==> src/hw/lcPkg.sv <==
/*
 * Life cycle controller package
 * Sparse OTP encodings, dense decoded views, FSM states
 * and the transition rule and counter conversion helpers
 */

package lcPkg;

  //////////////////////////////////////////////////
  // Sizes
  //////////////////////////////////////////////////

  localparam int unsigned LcStateWidth     = 16;
  localparam int unsigned LcCntWidth       = 16;
  localparam int unsigned LcTxWidth        = 4;
  localparam int unsigned DecLcStateWidth  = 5;
  // Number of redundant copies of the decoded state
  localparam int unsigned DecLcStateNumRep = 3;
  localparam int unsigned DecLcCntWidth    = 4;
  // Highest transition count, no transition allowed beyond it
  localparam int unsigned LcCntMax         = 8;
  localparam int unsigned NumStateErrors   = 6;

  //////////////////////////////////////////////////
  // OTP encodings
  //////////////////////////////////////////////////

  // Any two state codes differ in at least 8 bits
  typedef enum logic [LcStateWidth-1:0] {
    LcStRaw           = 16'h0000,
    LcStTestUnlocked0 = 16'h3c5a,
    LcStTestLocked0   = 16'hc3a5,
    LcStDev           = 16'h5a3c,
    LcStProd          = 16'ha5c3,
    LcStProdEnd       = 16'h6996,
    LcStRma           = 16'h9669,
    LcStScrap         = 16'hffff
  } lcStateE;

  // Same distance property, offset so that no count aliases a state
  typedef enum logic [LcCntWidth-1:0] {
    LcCnt0 = 16'h1248,
    LcCnt1 = 16'h2e12,
    LcCnt2 = 16'hd1ed,
    LcCnt3 = 16'h4874,
    LcCnt4 = 16'hb78b,
    LcCnt5 = 16'h7bde,
    LcCnt6 = 16'h8421,
    LcCnt7 = 16'h1db8,
    LcCnt8 = 16'hedb7
  } lcCntE;

  // Multibit boolean, every other code is invalid
  typedef enum logic [LcTxWidth-1:0] {
    On  = 4'b0101,
    Off = 4'b1010
  } lcTxE;

  //////////////////////////////////////////////////
  // Decoded view and FSM
  //////////////////////////////////////////////////

  typedef enum logic [DecLcStateWidth-1:0] {
    DecLcStRaw           = 5'd0,
    DecLcStTestUnlocked0 = 5'd1,
    DecLcStTestLocked0   = 5'd2,
    DecLcStDev           = 5'd3,
    DecLcStProd          = 5'd4,
    DecLcStProdEnd       = 5'd5,
    DecLcStRma           = 5'd6,
    DecLcStScrap         = 5'd7,
    // Temporary states, never stored in OTP
    DecLcStPostTrans     = 5'd8,
    DecLcStEscalate      = 5'd9,
    DecLcStInvalid       = 5'd10
  } decLcStateE;

  typedef enum logic [1:0] {
    DecLcIdBlank        = 2'd0,
    DecLcIdPersonalized = 2'd1,
    DecLcIdInvalid      = 2'd2
  } decLcIdStateE;

  typedef enum logic [2:0] {
    ResetSt     = 3'd0,
    IdleSt      = 3'd1,
    PostTransSt = 3'd2,
    EscalateSt  = 3'd3,
    InvalidSt   = 3'd4,
    ScrapSt     = 3'd5
  } fsmStateE;

  //////////////////////////////////////////////////
  // Helpers
  //////////////////////////////////////////////////

  // Transition matrix lookup, invalid codes on either side are refused
  function automatic logic lcTransAllowed(lcStateE cur, lcStateE tgt);
    logic ok;
    case (cur)
      LcStRaw:           ok = tgt inside {LcStTestUnlocked0, LcStScrap};
      LcStTestUnlocked0: ok = tgt inside {LcStTestLocked0, LcStDev, LcStProd,
                                          LcStRma, LcStScrap};
      LcStTestLocked0:   ok = tgt inside {LcStTestUnlocked0, LcStDev, LcStProd,
                                          LcStScrap};
      LcStDev:           ok = tgt inside {LcStRma, LcStScrap};
      LcStProd:          ok = tgt inside {LcStRma, LcStScrap};
      LcStProdEnd:       ok = (tgt == LcStScrap);
      LcStRma:           ok = (tgt == LcStScrap);
      // Scrap is final
      default:           ok = 1'b0;
    endcase
    return ok;
  endfunction

  // Counter code to number, all ones when the code is invalid
  function automatic logic [DecLcCntWidth-1:0] lcCntToDec(lcCntE cnt);
    logic [DecLcCntWidth-1:0] n;
    case (cnt)
      LcCnt0:  n = 4'd0;
      LcCnt1:  n = 4'd1;
      LcCnt2:  n = 4'd2;
      LcCnt3:  n = 4'd3;
      LcCnt4:  n = 4'd4;
      LcCnt5:  n = 4'd5;
      LcCnt6:  n = 4'd6;
      LcCnt7:  n = 4'd7;
      LcCnt8:  n = 4'd8;
      default: n = {DecLcCntWidth{1'b1}};
    endcase
    return n;
  endfunction

  // Number to counter code, saturates at the top count
  function automatic lcCntE lcCntFromDec(logic [DecLcCntWidth-1:0] n);
    lcCntE cnt;
    case (n)
      4'd0:    cnt = LcCnt0;
      4'd1:    cnt = LcCnt1;
      4'd2:    cnt = LcCnt2;
      4'd3:    cnt = LcCnt3;
      4'd4:    cnt = LcCnt4;
      4'd5:    cnt = LcCnt5;
      4'd6:    cnt = LcCnt6;
      4'd7:    cnt = LcCnt7;
      default: cnt = LcCnt8;
    endcase
    return cnt;
  endfunction

endpackage
==> src/hw/lcCtrl.sv <==
/*
 * Life cycle controller top
 * Connects the main FSM, the state decoder and the transition checker
 */

`timescale 1ns/1ps

module lcCtrl
  import lcPkg::*;
(
  input  logic                                   clk_i,
  input  logic                                   arstN_i,
  // OTP state vector
  input  logic                                   otpValid_i,
  input  lcStateE                                lcState_i,
  input  lcCntE                                  lcCnt_i,
  input  lcTxE                                   secretsValid_i,
  // Escalation and transition request
  input  logic                                   escalate_i,
  input  logic                                   transReq_i,
  input  lcStateE                                transTarget_i,
  // Decoded view
  output decLcStateE [DecLcStateNumRep-1:0]      decState_o,
  output decLcIdStateE                           decIdState_o,
  output logic       [DecLcCntWidth-1:0]         decCnt_o,
  output logic       [NumStateErrors-1:0]        stateInvalidError_o,
  // OTP programming and status
  output logic                                   otpProgReq_o,
  output lcStateE                                otpProgState_o,
  output lcCntE                                  otpProgCnt_o,
  output logic                                   transError_o,
  output logic                                   transDone_o
);

  fsmStateE fsmState;
  logic     transOk;
  lcCntE    nextCnt;

  // Main FSM
  lcFsm fsm0 (
    .clk_i               (clk_i),
    .arstN_i             (arstN_i),
    .otpValid_i          (otpValid_i),
    .escalate_i          (escalate_i),
    .transReq_i          (transReq_i),
    .transTarget_i       (transTarget_i),
    .lcState_i           (lcState_i),
    .stateInvalidError_i (stateInvalidError_o),
    .transOk_i           (transOk),
    .nextCnt_i           (nextCnt),
    .fsmState_o          (fsmState),
    .otpProgReq_o        (otpProgReq_o),
    .otpProgState_o      (otpProgState_o),
    .otpProgCnt_o        (otpProgCnt_o),
    .transError_o        (transError_o),
    .transDone_o         (transDone_o)
  );

  // Decoder, follows the FSM state in the same cycle
  lcStateDecode stateDecode0 (
    .otpValid_i          (otpValid_i),
    .lcState_i           (lcState_i),
    .lcCnt_i             (lcCnt_i),
    .secretsValid_i      (secretsValid_i),
    .fsmState_i          (fsmState),
    .decState_o          (decState_o),
    .decIdState_o        (decIdState_o),
    .decCnt_o            (decCnt_o),
    .stateInvalidError_o (stateInvalidError_o)
  );

  // Transition rules
  lcTransCheck transCheck0 (
    .lcState_i     (lcState_i),
    .lcCnt_i       (lcCnt_i),
    .transTarget_i (transTarget_i),
    .transOk_o     (transOk),
    .nextCnt_o     (nextCnt)
  );

endmodule

==> src/hw/lcFsm.sv <==
/*
 * Life cycle main FSM
 * Sequences reset, idle, transition, escalation and invalid
 * handling and issues the OTP programming and error pulses
 */

`timescale 1ns/1ps

module lcFsm
  import lcPkg::*;
(
  input  logic                      clk_i,
  input  logic                      arstN_i,
  // OTP and escalation status
  input  logic                      otpValid_i,
  input  logic                      escalate_i,
  // Transition request
  input  logic                      transReq_i,
  input  lcStateE                   transTarget_i,
  // Current state and decoder errors
  input  lcStateE                   lcState_i,
  input  logic [NumStateErrors-1:0] stateInvalidError_i,
  // Checker verdict
  input  logic                      transOk_i,
  input  lcCntE                     nextCnt_i,
  // FSM state for the decoder
  output fsmStateE                  fsmState_o,
  // OTP programming
  output logic                      otpProgReq_o,
  output lcStateE                   otpProgState_o,
  output lcCntE                     otpProgCnt_o,
  // Status pulses and levels
  output logic                      transError_o,
  output logic                      transDone_o
);

  fsmStateE stateD;
  fsmStateE stateQ;
  logic     progReqD;
  logic     transErrD;

  //////////////////////////////////////////////////
  // Next state logic
  //////////////////////////////////////////////////

  always_comb begin
    stateD    = stateQ;
    progReqD  = 1'b0;
    transErrD = 1'b0;

    case (stateQ)
      // Wait for OTP to present a valid state
      ResetSt: begin
        if (otpValid_i) begin
          stateD = IdleSt;
        end
      end
      IdleSt: begin
        // Priority: escalation, errors, scrap, request
        if (escalate_i) begin
          stateD = EscalateSt;
        end else if (|stateInvalidError_i) begin
          stateD = InvalidSt;
        end else if (lcState_i == LcStScrap) begin
          stateD = ScrapSt;
        end else if (transReq_i) begin
          if (transOk_i) begin
            stateD   = PostTransSt;
            progReqD = 1'b1;
          end else begin
            transErrD = 1'b1;
          end
        end
      end
      // Terminal until reset, escalation still wins
      PostTransSt, InvalidSt, ScrapSt: begin
        if (escalate_i) begin
          stateD = EscalateSt;
        end
      end
      EscalateSt: ;
      // Corrupted state register
      default: stateD = InvalidSt;
    endcase
  end

  //////////////////////////////////////////////////
  // Registers
  //////////////////////////////////////////////////

  always_ff @(posedge clk_i or negedge arstN_i) begin
    if (!arstN_i) begin
      stateQ       <= ResetSt;
      otpProgReq_o <= 1'b0;
      transError_o <= 1'b0;
      transDone_o  <= 1'b0;
    end else begin
      stateQ       <= stateD;
      otpProgReq_o <= progReqD;
      transError_o <= transErrD;
      // Sticky once a transition went out
      if (progReqD) begin
        transDone_o <= 1'b1;
      end
    end
  end

  // Programming payload, captured with the request
  always_ff @(posedge clk_i) begin
    if (progReqD) begin
      otpProgState_o <= transTarget_i;
      otpProgCnt_o   <= nextCnt_i;
    end
  end

  assign fsmState_o = stateQ;

  // Assertions
  progReqPulseA: assert property (@(posedge clk_i) disable iff (!arstN_i)
    otpProgReq_o |=> !otpProgReq_o)
    else $error("otpProgReq_o held for more than one cycle");

  progErrExclA: assert property (@(posedge clk_i) disable iff (!arstN_i)
    !(otpProgReq_o && transError_o))
    else $error("otpProgReq_o and transError_o high together");

endmodule

==> src/hw/lcTransCheck.sv <==
/*
 * Transition checker
 * Applies the transition matrix and the counter limit
 * and forms the incremented counter code
 */

`timescale 1ns/1ps

module lcTransCheck
  import lcPkg::*;
(
  // Current OTP state and count
  input  lcStateE lcState_i,
  input  lcCntE   lcCnt_i,
  // Requested target
  input  lcStateE transTarget_i,
  // Verdict and the count to program
  output logic    transOk_o,
  output lcCntE   nextCnt_o
);

  logic [DecLcCntWidth-1:0] cntDec;
  logic [DecLcCntWidth-1:0] cntInc;
  logic                     pairOk;
  logic                     cntOk;

  //////////////////////////////////////////////////
  // Checks
  //////////////////////////////////////////////////

  // Invalid counter codes decode to all ones and fail the limit
  assign cntDec = lcCntToDec(lcCnt_i);
  assign cntOk  = (cntDec < DecLcCntWidth'(LcCntMax));

  // Matrix lookup, invalid targets are refused inside the helper
  assign pairOk = lcTransAllowed(lcState_i, transTarget_i);

  assign transOk_o = pairOk & cntOk;

  //////////////////////////////////////////////////
  // Next count
  //////////////////////////////////////////////////

  assign cntInc = cntDec + 4'd1;

  // Hold the current code when the count cannot advance
  always_comb begin
    if (cntOk) begin
      nextCnt_o = lcCntFromDec(cntInc);
    end else begin
      nextCnt_o = lcCnt_i;
    end
  end

endmodule

==> src/hw/lcStateDecode.sv <==
/*
 * Life cycle state decoder
 * Turns the sparse OTP state, counter and secrets flag into
 * the dense view for software and flags corrupted inputs
 */

`timescale 1ns/1ps

module lcStateDecode
  import lcPkg::*;
(
  // Raw values from OTP
  input  logic                                   otpValid_i,
  input  lcStateE                                lcState_i,
  input  lcCntE                                  lcCnt_i,
  input  lcTxE                                   secretsValid_i,
  // Current main FSM state
  input  fsmStateE                               fsmState_i,
  // Decoded view
  output decLcStateE [DecLcStateNumRep-1:0]      decState_o,
  output decLcIdStateE                           decIdState_o,
  output logic       [DecLcCntWidth-1:0]         decCnt_o,
  output logic       [NumStateErrors-1:0]        stateInvalidError_o
);

  // Single decoded state, fanned out to the copies below
  decLcStateE                 decState;
  logic [DecLcCntWidth-1:0]   cntDec;

  //////////////////////////////////////////////////
  // Decode
  //////////////////////////////////////////////////

  always_comb begin
    // Defaults, also the ResetSt view
    decState            = DecLcStInvalid;
    decIdState_o        = DecLcIdInvalid;
    decCnt_o            = {DecLcCntWidth{1'b1}};
    stateInvalidError_o = '0;
    cntDec              = lcCntToDec(lcCnt_i);

    case (fsmState_i)
      // Temporary states override whatever OTP holds
      EscalateSt:  decState = DecLcStEscalate;
      PostTransSt: decState = DecLcStPostTrans;
      InvalidSt:   decState = DecLcStInvalid;
      ScrapSt:     decState = DecLcStScrap;
      IdleSt: begin
        // OTP must stay valid once out of reset
        stateInvalidError_o[0] = ~otpValid_i;

        case (lcState_i)
          LcStRaw:           decState = DecLcStRaw;
          LcStTestUnlocked0: decState = DecLcStTestUnlocked0;
          LcStTestLocked0:   decState = DecLcStTestLocked0;
          LcStDev:           decState = DecLcStDev;
          LcStProd:          decState = DecLcStProd;
          LcStProdEnd:       decState = DecLcStProdEnd;
          LcStRma:           decState = DecLcStRma;
          LcStScrap:         decState = DecLcStScrap;
          default:           stateInvalidError_o[1] = 1'b1;
        endcase

        // Invalid counter codes map to all ones
        decCnt_o = cntDec;
        if (cntDec == {DecLcCntWidth{1'b1}}) begin
          stateInvalidError_o[2] = 1'b1;
        end

        case (secretsValid_i)
          Off:     decIdState_o = DecLcIdBlank;
          On:      decIdState_o = DecLcIdPersonalized;
          default: stateInvalidError_o[3] = 1'b1;
        endcase

        // Every state past Raw took at least one transition
        if (lcState_i != LcStRaw && lcCnt_i == LcCnt0) begin
          stateInvalidError_o[4] = 1'b1;
        end

        // Secrets only exist in mission and end of life states
        if (secretsValid_i == On &&
            !(lcState_i inside {LcStDev, LcStProd, LcStProdEnd, LcStRma, LcStScrap})) begin
          stateInvalidError_o[5] = 1'b1;
        end
      end
      // ResetSt and unknown FSM codes keep the defaults
      default: ;
    endcase
  end

  // Redundant copies
  for (genvar k = 0; k < DecLcStateNumRep; k++) begin : genRep
    assign decState_o[k] = decState;
  end

endmodule

==> config.mk <==
export PLATFORM = sky130hd
export DESIGN_NAME = lcCtrl
export DESIGN_NICKNAME = d
export VERILOG_FILES = /design/src/hw/lcPkg.sv /design/src/hw/lcCtrl.sv /design/src/hw/lcFsm.sv /design/src/hw/lcTransCheck.sv /design/src/hw/lcStateDecode.sv
export SDC_FILE = /design/constraint.sdc
export NUM_CORES = 1
export LEC_CHECK = 0
export BUFFER_PORTS_ARGS = -buffer_cell sky130_fd_sc_hd__buf_2
export CAP_MARGIN = 20
export CORE_AREA = 2 2 83 93
export CTS_BUF_LIST = sky130_fd_sc_hd__clkbuf_4 sky130_fd_sc_hd__clkbuf_8
export CTS_CLUSTER_SIZE = 20
export DETAILED_ROUTE_END_ITERATION = 16
export DIE_AREA = 0 0 85 95
export PLACE_DENSITY = 0.68
export SLEW_MARGIN = 20
export SYNTH_ARGS = -nofsm -noshare
export SYNTH_HDL_FRONTEND = slang
export SYNTH_SLANG_ARGS = --single-unit
==> constraint.sdc <==
create_clock -name clk_i -period 3.9 [get_ports clk_i]
set_input_delay 0.195 -clock clk_i [delete_from_list [all_inputs] [get_ports clk_i]]
set_output_delay 0.195 -clock clk_i [all_outputs]
set_load 0.02 [all_outputs]
# Word-level counts from Yosys, hierarchy flattened
# Memories as Yosys holds them, arrays and structs flattened.
# Index checks and enable logic that the tools add are counted.
# word_totals
mem_bits_ro	128
in_bits	57
mem_count	1
output_inout_bits	62
register_bits	38
# memory_table
memory	words	word_bits	read_ports	rd_ports_with_merged_regs	wr	line	source
(name not given)	8	16	1	0	0	lcPkg.sv:137	case (n)
# op_classes
addsub	1
n_reduce_logical	18
n_eq_ne	34
order_cmp	1
n_mux	35
n_bitwise	3
# ops
op	n
16-bit equality test (second input constant)	12
16-bit by 15-bit equality test with 1-bit output (second input constant)	5
16-bit by 14-bit equality test with 1-bit output (second input constant)	3
4-bit case mux with 9 select lines	1
16-bit by 13-bit equality test with 1-bit output (second input constant)	2
16-bit 2-to-1 mux	2
4-bit case mux with 8 select lines	1
3-bit 2-to-1 mux	7
5-bit case mux with 4 select lines	1
1-bit 2-to-1 mux	17
16-bit zero test	1
16-bit nonzero test	1
3-bit case mux with 4 select lines	1
5-bit nonzero test	2
4-bit equality test (second input constant)	2
8-bit OR reduction	1
3-bit by 2-bit equality test with 1-bit output (second input constant)	2
3-bit equality test (second input constant)	2
6-bit 2-to-1 mux	1
2-bit OR reduction	3
6-bit OR reduction	1
5-bit by 2-bit != test with 1-bit output (second input constant)	1
5-bit by 3-bit != test with 1-bit output (second input constant)	1
1-bit case mux with 5 select lines	1
17 further kinds	21

# Logic depth before layout (Yosys ltp)
# Gate-level depths: netlist (run 1).
# logic_depth
ltp_word	10
ltp_mapped	12
ltp_nobuf	12

# Hierarchy
# From an unflattened synthesis (run 1), not the netlist that was laid out.
# hier_totals
hier_cells	345
area_unflattened_um2	3323.2
# by_module_without_submodules
mod	cells_each	area_each_um2	n_inst
lcFsm	73	1336.3	1
lcTransCheck	155	1187.4	1
lcStateDecode	117	799.5	1

# Worst setup path after synthesis (run 1)
# Ideal clock, no wire load.
# synth_timing
path_type	input to register
start	in lcCnt_i[9]
end	reg fsm0.otpProgCnt_o[0], enable pin
path_stages	11
path_buffers	0
required_ps	3507
setup_ps	393
setup_slack_ps	-93
t_arrival_ps	3600
path_cell_list	nand4b_1 or4_4 or3_4 and3_2 a311oi_1 inv_1 ha_1 nand2_1 nor2_1 nor4_1 and3_1
# synth_between
word_cells_on_any_way	24
# synth_lines
item	line	source
start: declaration	lcCtrl.sv:16	input lcCntE lcCnt_i,
16-bit equality test (tied with other cells)	lcPkg.sv:119	case (cnt)
4-bit case mux with 9 select lines (*)	lcPkg.sv:119	
4-bit equality test (*)	lcStateDecode.sv:66	if (cntDec == {DecLcCntWidth{1'b1}}) begin
1-bit 2-to-1 mux (*)	lcStateDecode.sv:66	
6-bit 2-to-1 mux (*)	lcStateDecode.sv:42	case (fsmState_i)
named net stateInvalidError_o[2]	lcCtrl.sv:26	output logic [NumStateErrors-1:0] stateInvalidError_o,
6-bit OR reduction (*)	lcFsm.sv:62	end else if (|stateInvalidError_i) begin
1-bit 2-to-1 mux (*)	lcFsm.sv:62	
1-bit 2-to-1 mux (*)	lcFsm.sv:60	if (escalate_i) begin
1-bit 2-to-1 mux (*)	lcFsm.sv:51	case (stateQ)
named net fsm0.progReqD	lcFsm.sv:39	logic progReqD;
end signal: assignment	lcFsm.sv:112	otpProgCnt_o <= nextCnt_i;
end: declaration	lcFsm.sv:31	output lcCntE otpProgCnt_o,
# The timed path passes the listed nets; every way through them passes the cells marked *.
# A chain may end at the register's enable or synchronous reset.

# Final worst setup path (run 1)
# layout_timing
start	in lcCnt_i[14]
end	reg fsm0.otpProgState_o[9], enable pin
# layout_between
elab_chain_cells	10
word_cells_on_any_way	24
# layout_lines
item	line	source
16-bit equality test (tied with other cells)	lcPkg.sv:119	
4-bit case mux with 9 select lines	lcPkg.sv:119	
4-bit < comparator	lcTransCheck.sv:33	assign cntOk = (cntDec < DecLcCntWidth'(LcCntMax));
1-bit AND	lcTransCheck.sv:38	assign transOk_o = pairOk & cntOk;
1-bit 2-to-1 mux	lcFsm.sv:67	if (transOk_i) begin
1-bit 2-to-1 mux	lcFsm.sv:66	end else if (transReq_i) begin
1-bit 2-to-1 mux	lcFsm.sv:64	end else if (lcState_i == LcStScrap) begin
1-bit 2-to-1 mux (*)	lcFsm.sv:62	
1-bit 2-to-1 mux (*)	lcFsm.sv:60	
1-bit 2-to-1 mux (*)	lcFsm.sv:51	
named net fsm0.progReqD	lcFsm.sv:39	
end signal: assignment	lcFsm.sv:111	otpProgState_o <= transTarget_i;
end: declaration	lcFsm.sv:30	output lcStateE otpProgState_o,
# Marked as above.

==> flow_summary.yaml, run 1 <==
yosys:
  synthArstFlopShare_pct: 15.79
  synthTopCellsByArea: "edfxtp_1, nor4bb_1, dfrtp_1"
  ys_warn_count: 0
  synth_top_cell_by_area: "edfxtp_1"
  ys.flop_type: "edfxtp_1"
  synth-edff-count: 32
  seq_area_frac_synth_pct: 39.48
  synth_seq_cells: 38
  synth.cell_area_um2: 2814
  yosysUniqueCellTypes: 66
  syn_avg_cell_area_um2: 10.16
  synth_top_area_share_pct: 34.15
  synthCells: 277
sta:
  slew_viol_final: 0
  fmax_mhz: 297.6
  hold_viol: 0
  tightest_slew_ps: 778.7
  tns_ps: 0
  rsz0062_at_grt: "false"
  fin_skew_ps: 2.738
  min_period_ps: 3360
  finalCritPeriodShare_pct: 86.16
  relSlewSlack_pct: 47.35
  finalSetupViolations: 0
floorplan:
  start_util_pct: 38.94
  die_h_um: 95
  die-area_um2: 8075
  die_x_um: 85
  rows: 33
  pin_count: 119
  fp.coreArea_um2: 7226
setup_path:
  critical-path-slowest-cell: "nor4b_1"
  path_max_fanout: 33
  startpoint_type: "primary input"
  reg2reg_to: "fsm0.otpProgState_o[9]$_DFFE_PP_"
  critPathKind: "primary input to flop"
  reg2regPathDepth: 7
  cp_data_required_time_ps: 3890
  crit_chain: "buf_2 > nor4b_1 > nand2_1 > o221a_2 > and3_2 > nor2_1 > inv_1 > ha_1 > nand2_1 > nor2_1 > nor4_1 > and3_2 > buf_12"
  crit_path_end_kind: "flop"
  critical_path_buf_inv_count: 3
  cp_top_family: "simple AND/OR/NAND/NOR gates"
  crit-reg2reg-launch: "fsm0.fsmState_o[1]$_DFFE_PN0P_"
  worstSetupPathDepth: 13
  slowest_delay_ps: 700
  r2r_slack_ps: 1630
  cp_data_arrival_time_ps: 3350
place:
  dp_hpwl_um: 6382
  gp_congestion: 0.8845
  post_dp_cell_area_um2: 3422
  portBuffers: 115
global_route:
  grt_max_degree: 34
  grt_use_total_pct: 19.79
  grt_first_pass_wirelength_um: 12920
  grt_pass1_vias: 2702
  overflow: 0
  antenna_found_initial: 0
detailed_routing:
  routed_via_density: 5.927
  route.detailed.drc: 0
  post_drt_wl_per_cell_um: 16.63
  postRouteAntennaNets: 0
  wl_um: 7934
  drtIter0Drc: 193
  vias: 2827
  firstDrtPassIters: 4
clock_network:
  cts_tree: "done"
  clk_latency_ps: 280
  cts-buffers-inserted: 5
  clock_path_buffers: 2
  cts_resized: 0
  cts_root_buf: "clkbuf_8"
  cts_setup_buffers: 0
  htree_levels: 2
  clk_pin_slew_ps: 70
  cts.sinks: 38
layout:
  nets: 450
  diodes: 0
  final_area_um2: 3570
  syn_to_final_growth_pct: 26.86
  drive_gt1_share_pct: 39.23
  fill_cells: 688
power_and_ir_drop:
  p_leak_uw: 0.001471
  peakVddDrop_v: 0.0004008
  powerDensity_nw_per_um2: 378.1
worst_hold_path:
  hp-start: "transTarget_i[6]"
  min_to: "fsm0.otpProgState_o[6]$_DFFE_PP_"
  hp-class: "primary input to flop"
  holdPathStages: 1
run:
  maxCapViolations: 0
run_status:
  outcome: "complete, no violations"
==> layout by cell type (no fill, tap or decap), drive strengths merged, types with 4 or more instances in the layout <==
cell	instances
a21o	4
a21oi	17
and4	6
and4b	4
buf	120
clkbuf	5
dfrtp	6
edfxtp	32
ha	4
inv	11
nand2	23
nand2b	4
nand4	21
nand4b	4
nor2	20
nor4	16
nor4b	5
nor4bb	16
==> how the worst max path moves through the flow <==
stage	startpoint	to	slack (ps)
finish	lcCnt_i[14]	fsm0.otpProgState_o[9]$_DFFE_PP_	540
global route	lcCnt_i[14]	fsm0.otpProgState_o[6]$_DFFE_PP_	100
CTS	lcCnt_i[14]	fsm0.otpProgState_o[10]$_DFFE_PP_	580
detailed placement	lcCnt_i[14]	fsm0.otpProgState_o[10]$_DFFE_PP_	280
global placement	lcCnt_i[14]	fsm0.otpProgState_o[10]$_DFFE_PP_	490
floorplan	lcCnt_i[9]	fsm0.otpProgCnt_o[0]$_DFFE_PP_	240
==> synth_stat cells (all sizes together) (2+ instances only) <==
cell / instances
nor3: 2
nor4bb: 16
a21oi: 17
a211oi: 3
inv: 11
or4bb: 3
a31o: 3
nand2b: 4
or3: 3
o32ai: 2
or4: 3
nor4b: 5
o31ai: 3
nand2: 23
nor4: 16
and4bb: 2
o21ai: 2
o221ai: 3
a221oi: 2
and2: 2
nand4: 21
ha: 4
nor3b: 3
o21bai: 2
mux2i: 2
nor2: 20
a22oi: 3
nand3: 2
buf: 16
a32o: 2
edfxtp: 32
and3: 3
and4b: 4
a21o: 4
and4: 6
dfrtp: 6
nand4b: 4
==> routing by layer <==
| layer | vias up | share of wire, % | GRT usage, % |
|---|---|---|---|
| li1 | 1348 | - | - |
| met1 | 1329 | 41 | 24.44 |
| met2 | 139 | 50 | 35.55 |
| met3 | 11 | 7.6 | 2.710 |
| met4 | 0 | 1.6 | 6.349 |
| met5 | - | 0 | 0 |
==> kinds of logic (layout without fill, tap and decap cells) <==
family	count (synthesis)	in the layout	synth area share (%)
AOI/OAI and AO/OA	56	56	14.94
xor gates and xnor gates	2	2	1.912
adders and majority gates	4	4	1.779
buffers and inverters	29	140	6.269
DFF	38	38	39.48
muxes	2	2	0.7115
other	1	3	0.1333
and+or+nand+nor	145	145	34.77
==> timing repair <==
| action | 4_1_cts | 5_1_grt |
|---|---|---|
| setup endpoints to repair | 0 | 0 |
| endpoints found under the hold margin | 6 | 0 |
| hold buffers | 1 | 0 |
==> where the power goes <==
part / switching (uW) / internal, uW
registers: 35.7 / 456
logic: 293 / 165
clock network: 143 / 256
==> flip-flops by register name (all words and copies together), names as in the netlist <==
register,flops
fsm0.fsmState_o,3
fsm0.otpProgCnt_o,16
fsm0.otpProgReq_o,1
fsm0.otpProgState_o,16
fsm0.transDone_o,1
fsm0.transError_o,1
==> through the flow <==
step,util (%),power [uW],setup slack (ps),instances,hold WS [ps]
after global placement,47.36,953.2,488.9,468,21.54
final,49.40,1350,539.7,477,143.3
after floorplan,-,848.1,243.9,279,-100.6
after global routing,49.40,1419,101.7,477,138.0
after detailed placement,47.36,957.0,280.3,468,22.85
after CTS,49.40,1358,584.2,477,134.8
==> layout make-up <==
type                            count  area (um^2)  share of cell area (%)
Clock buffer                        5        68.82                   1.928
Clock inverter                      3        68.82                   1.928
Inverter                           11        41.29                   1.157
Multi-Input combinational cell    212         1535                   43.01
Timing Repair Buffer              121        635.6                   17.81
Sequential cell                    38         1111                   31.13
Tap cell                           87        108.9                   3.049
No activity file was read; power rests on OpenSTA's default activity.
==> inputs of run 2 (changes only) <==
SLEW_MARGIN = 10   (was 20)
clock period = 4.02 ns   (was 3.9 ns; I/O delays follow)
==> run 2 against run 1 <==
  * Non-clock buffer count decreased by 1
  * Via count increased by 1.2%
  * Count of clock-buffer cells in the layout unchanged
  * Combinational power decreased by 4.6%
  * Highest routed layer unchanged
==> flow_summary.yaml, run 2 (synthesized netlist as in run 1, its figures left out) <==
sta:
  hold_viol: 0
  tns_ps: 0
  slew_viol_final: 0
  min_period_ps: 3403
  whs_ps: 134.8
  rsz0062_at_grt: "false"
  fin_skew_ps: 5.724
  tightest_slew_ps: 665.9
  relSlewSlack_pct: 54.98
  fmax_mhz: 293.8
  finalSetupViolations: 0
  finalCritPeriodShare_pct: 84.66
global_route:
  grt_pass1_vias: 2675
  grt_use_total_pct: 19.47
  grt_max_degree: 23
  grt_first_pass_wirelength_um: 12520
  antenna_found_initial: 0
  overflow: 0
setup_path:
  startpoint_type: "primary input"
  critPathKind: "primary input to flop"
  critPathLaunch: "lcCnt_i[14]"
  crit_path_end_kind: "flop"
  path_max_fanout: 22
  critical_path_buf_inv_count: 3
  reg2regPathDepth: 7
  cp_top_family: "simple AND/OR/NAND/NOR gates"
  slowest_delay_ps: 620
  crit_end: "fsm0.otpProgState_o[12]$_DFFE_PP_"
  crit-reg2reg-launch: "fsm0.fsmState_o[1]$_DFFE_PN0P_"
  reg2reg_to: "fsm0.otpProgState_o[12]$_DFFE_PP_"
  r2r_slack_ps: 1450
  cp_data_arrival_time_ps: 3380
  cp_data_required_time_ps: 4000
  worstSetupPathDepth: 13
  crit_chain: "buf_2 > nor4b_1 > nand2_1 > o221a_2 > and3_2 > nor2_1 > inv_1 > ha_1 > nand2_1 > nor2_1 > nor4_1 > and3_1 > buf_4"
  critical-path-slowest-cell: "nor4b_1"
detailed_routing:
  vias: 2861
  postRouteAntennaNets: 0
  wl_um: 7990
  post_drt_wl_per_cell_um: 16.79
  firstDrtPassIters: 5
  routed_via_density: 6.011
  route.detailed.drc: 0
  drtIter0Drc: 183
layout:
  nets: 449
  syn_to_final_growth_pct: 26.10
  mostFrequentLayoutCells: "buf_2, edfxtp_1, nand2_1, nand4_1, nor2_1"
  final_common_cell: "buf_2"
  fill_cells: 705
  drive_gt1_share_pct: 38.82
  diodes: 0
clock_network:
  clk_latency_ps: 300
  htree_levels: 2
  cts_resized: 0
  clock_path_buffers: 2
  clk_pin_slew_ps: 80
  cts_root_buf: "clkbuf_8"
  cts-buffers-inserted: 5
  cts.sinks: 38
  hold_buffers: 1
  cts_setup_buffers: 0
  cts_tree: "done"
floorplan:
  rows: 33
  die_h_um: 95
  pin_count: 119
  start_util_pct: 38.94
  die_x_um: 85
  fp.coreArea_um2: 7226
  die-area_um2: 8075
run:
  maxCapViolations: 0
power_and_ir_drop:
  switching_share_pct: 35.16
  intPower_uw: 844.9
  combPwrFrac_pct: 33.5
  powerDensity_nw_per_um2: 367.2
  p_clk_share_pct: 29.8
  peakVddDrop_v: 0.0002882
  p_leak_uw: 0.001465
  power_frac_seq_pct: 36.7
  switchingPower_uw: 458.1
worst_hold_path:
  hp-start: "transTarget_i[6]"
  hp-class: "primary input to flop"
place:
  gp_congestion: 0.9321
  dp_hpwl_um: 6387
  portBuffers: 115
run_status:
  outcome: "complete, no violations"
-- run 2: worst min-delay path by stage --
stage	to	depth (start not counted)
after floorplan	fsm0.fsmState_o[0]$_DFFE_PN0P_	0
after global placement	fsm0.otpProgReq_o$_DFF_PN0_	1
after detailed placement	fsm0.otpProgReq_o$_DFF_PN0_	1
after CTS	fsm0.otpProgState_o[2]$_DFFE_PP_	1
after global routing	fsm0.otpProgState_o[2]$_DFFE_PP_	1
final	fsm0.otpProgState_o[6]$_DFFE_PP_	1
-- run 2: through the flow --
| step | setup slack [ps] | util [%] | cell area, um^2 | cells | total power (uW) |
|---|---|---|---|---|---|
| final | 616.8 | 49.11 | 3548 | 476 | 1303 |
| after global routing | 207.1 | 49.11 | 3548 | 476 | 1369 |
| after CTS | 624.4 | 49.11 | 3548 | 476 | 1308 |
| after detailed placement | 318.2 | 47.06 | 3401 | 467 | 921.4 |
| after global placement | 439.0 | 47.06 | 3401 | 467 | 916.4 |
| after floorplan | 21.00 | - | 2821 | 279 | 822.8 |
-- run 2: per-layer routing --
layer / share of wire [%] / wire length, um / global-route usage (%) / up-vias
met3: 7.8 / 625 / 3.234 / 11
met1: 41 / 3247 / 23.51 / 1359
met2: 50 / 4004 / 35.03 / 150
met5: 0 / 0 / 0 / -
met4: 1.4 / 112 / 6.614 / 0
li1: - / - / - / 1341
-- run 2: area by class of cell --
| class | count | area, um^2 | share of cell area, % |
|---|---|---|---|
| multi-input combinational | 212 | 1534 | 43.23 |
| sequential | 38 | 1111 | 31.31 |
| timing repair buffer | 120 | 615.6 | 17.35 |
| tap | 87 | 108.9 | 3.068 |
| clock buffer | 5 | 68.82 | 1.939 |
| clock inverter | 3 | 68.82 | 1.939 |
| inverter | 11 | 41.29 | 1.164 |
-- run 2: power groups by stage --
| stage | sequential, uW | combinational (uW) | clock, uW |
|---|---|---|---|
| 2_1_floorplan | 461 | 362 | 0 |
| 3_3_place_gp | 485 | 431 | 0 |
| 3_5_place_dp | 486 | 436 | 0 |
| 4_1_cts | 477 | 438 | 393 |
| 5_1_grt | 483 | 475 | 412 |
| 6_report | 478 | 437 | 388 |
-- run 2: worst reg2reg max path: stages, from the launching register on --
cell	delay (ps)
dfrtp_1	470
nand2b_1	220
nor2_1	410
o2111ai_1	180
a31o_2	270
nor4_1	200
and3_1	210
buf_4	290
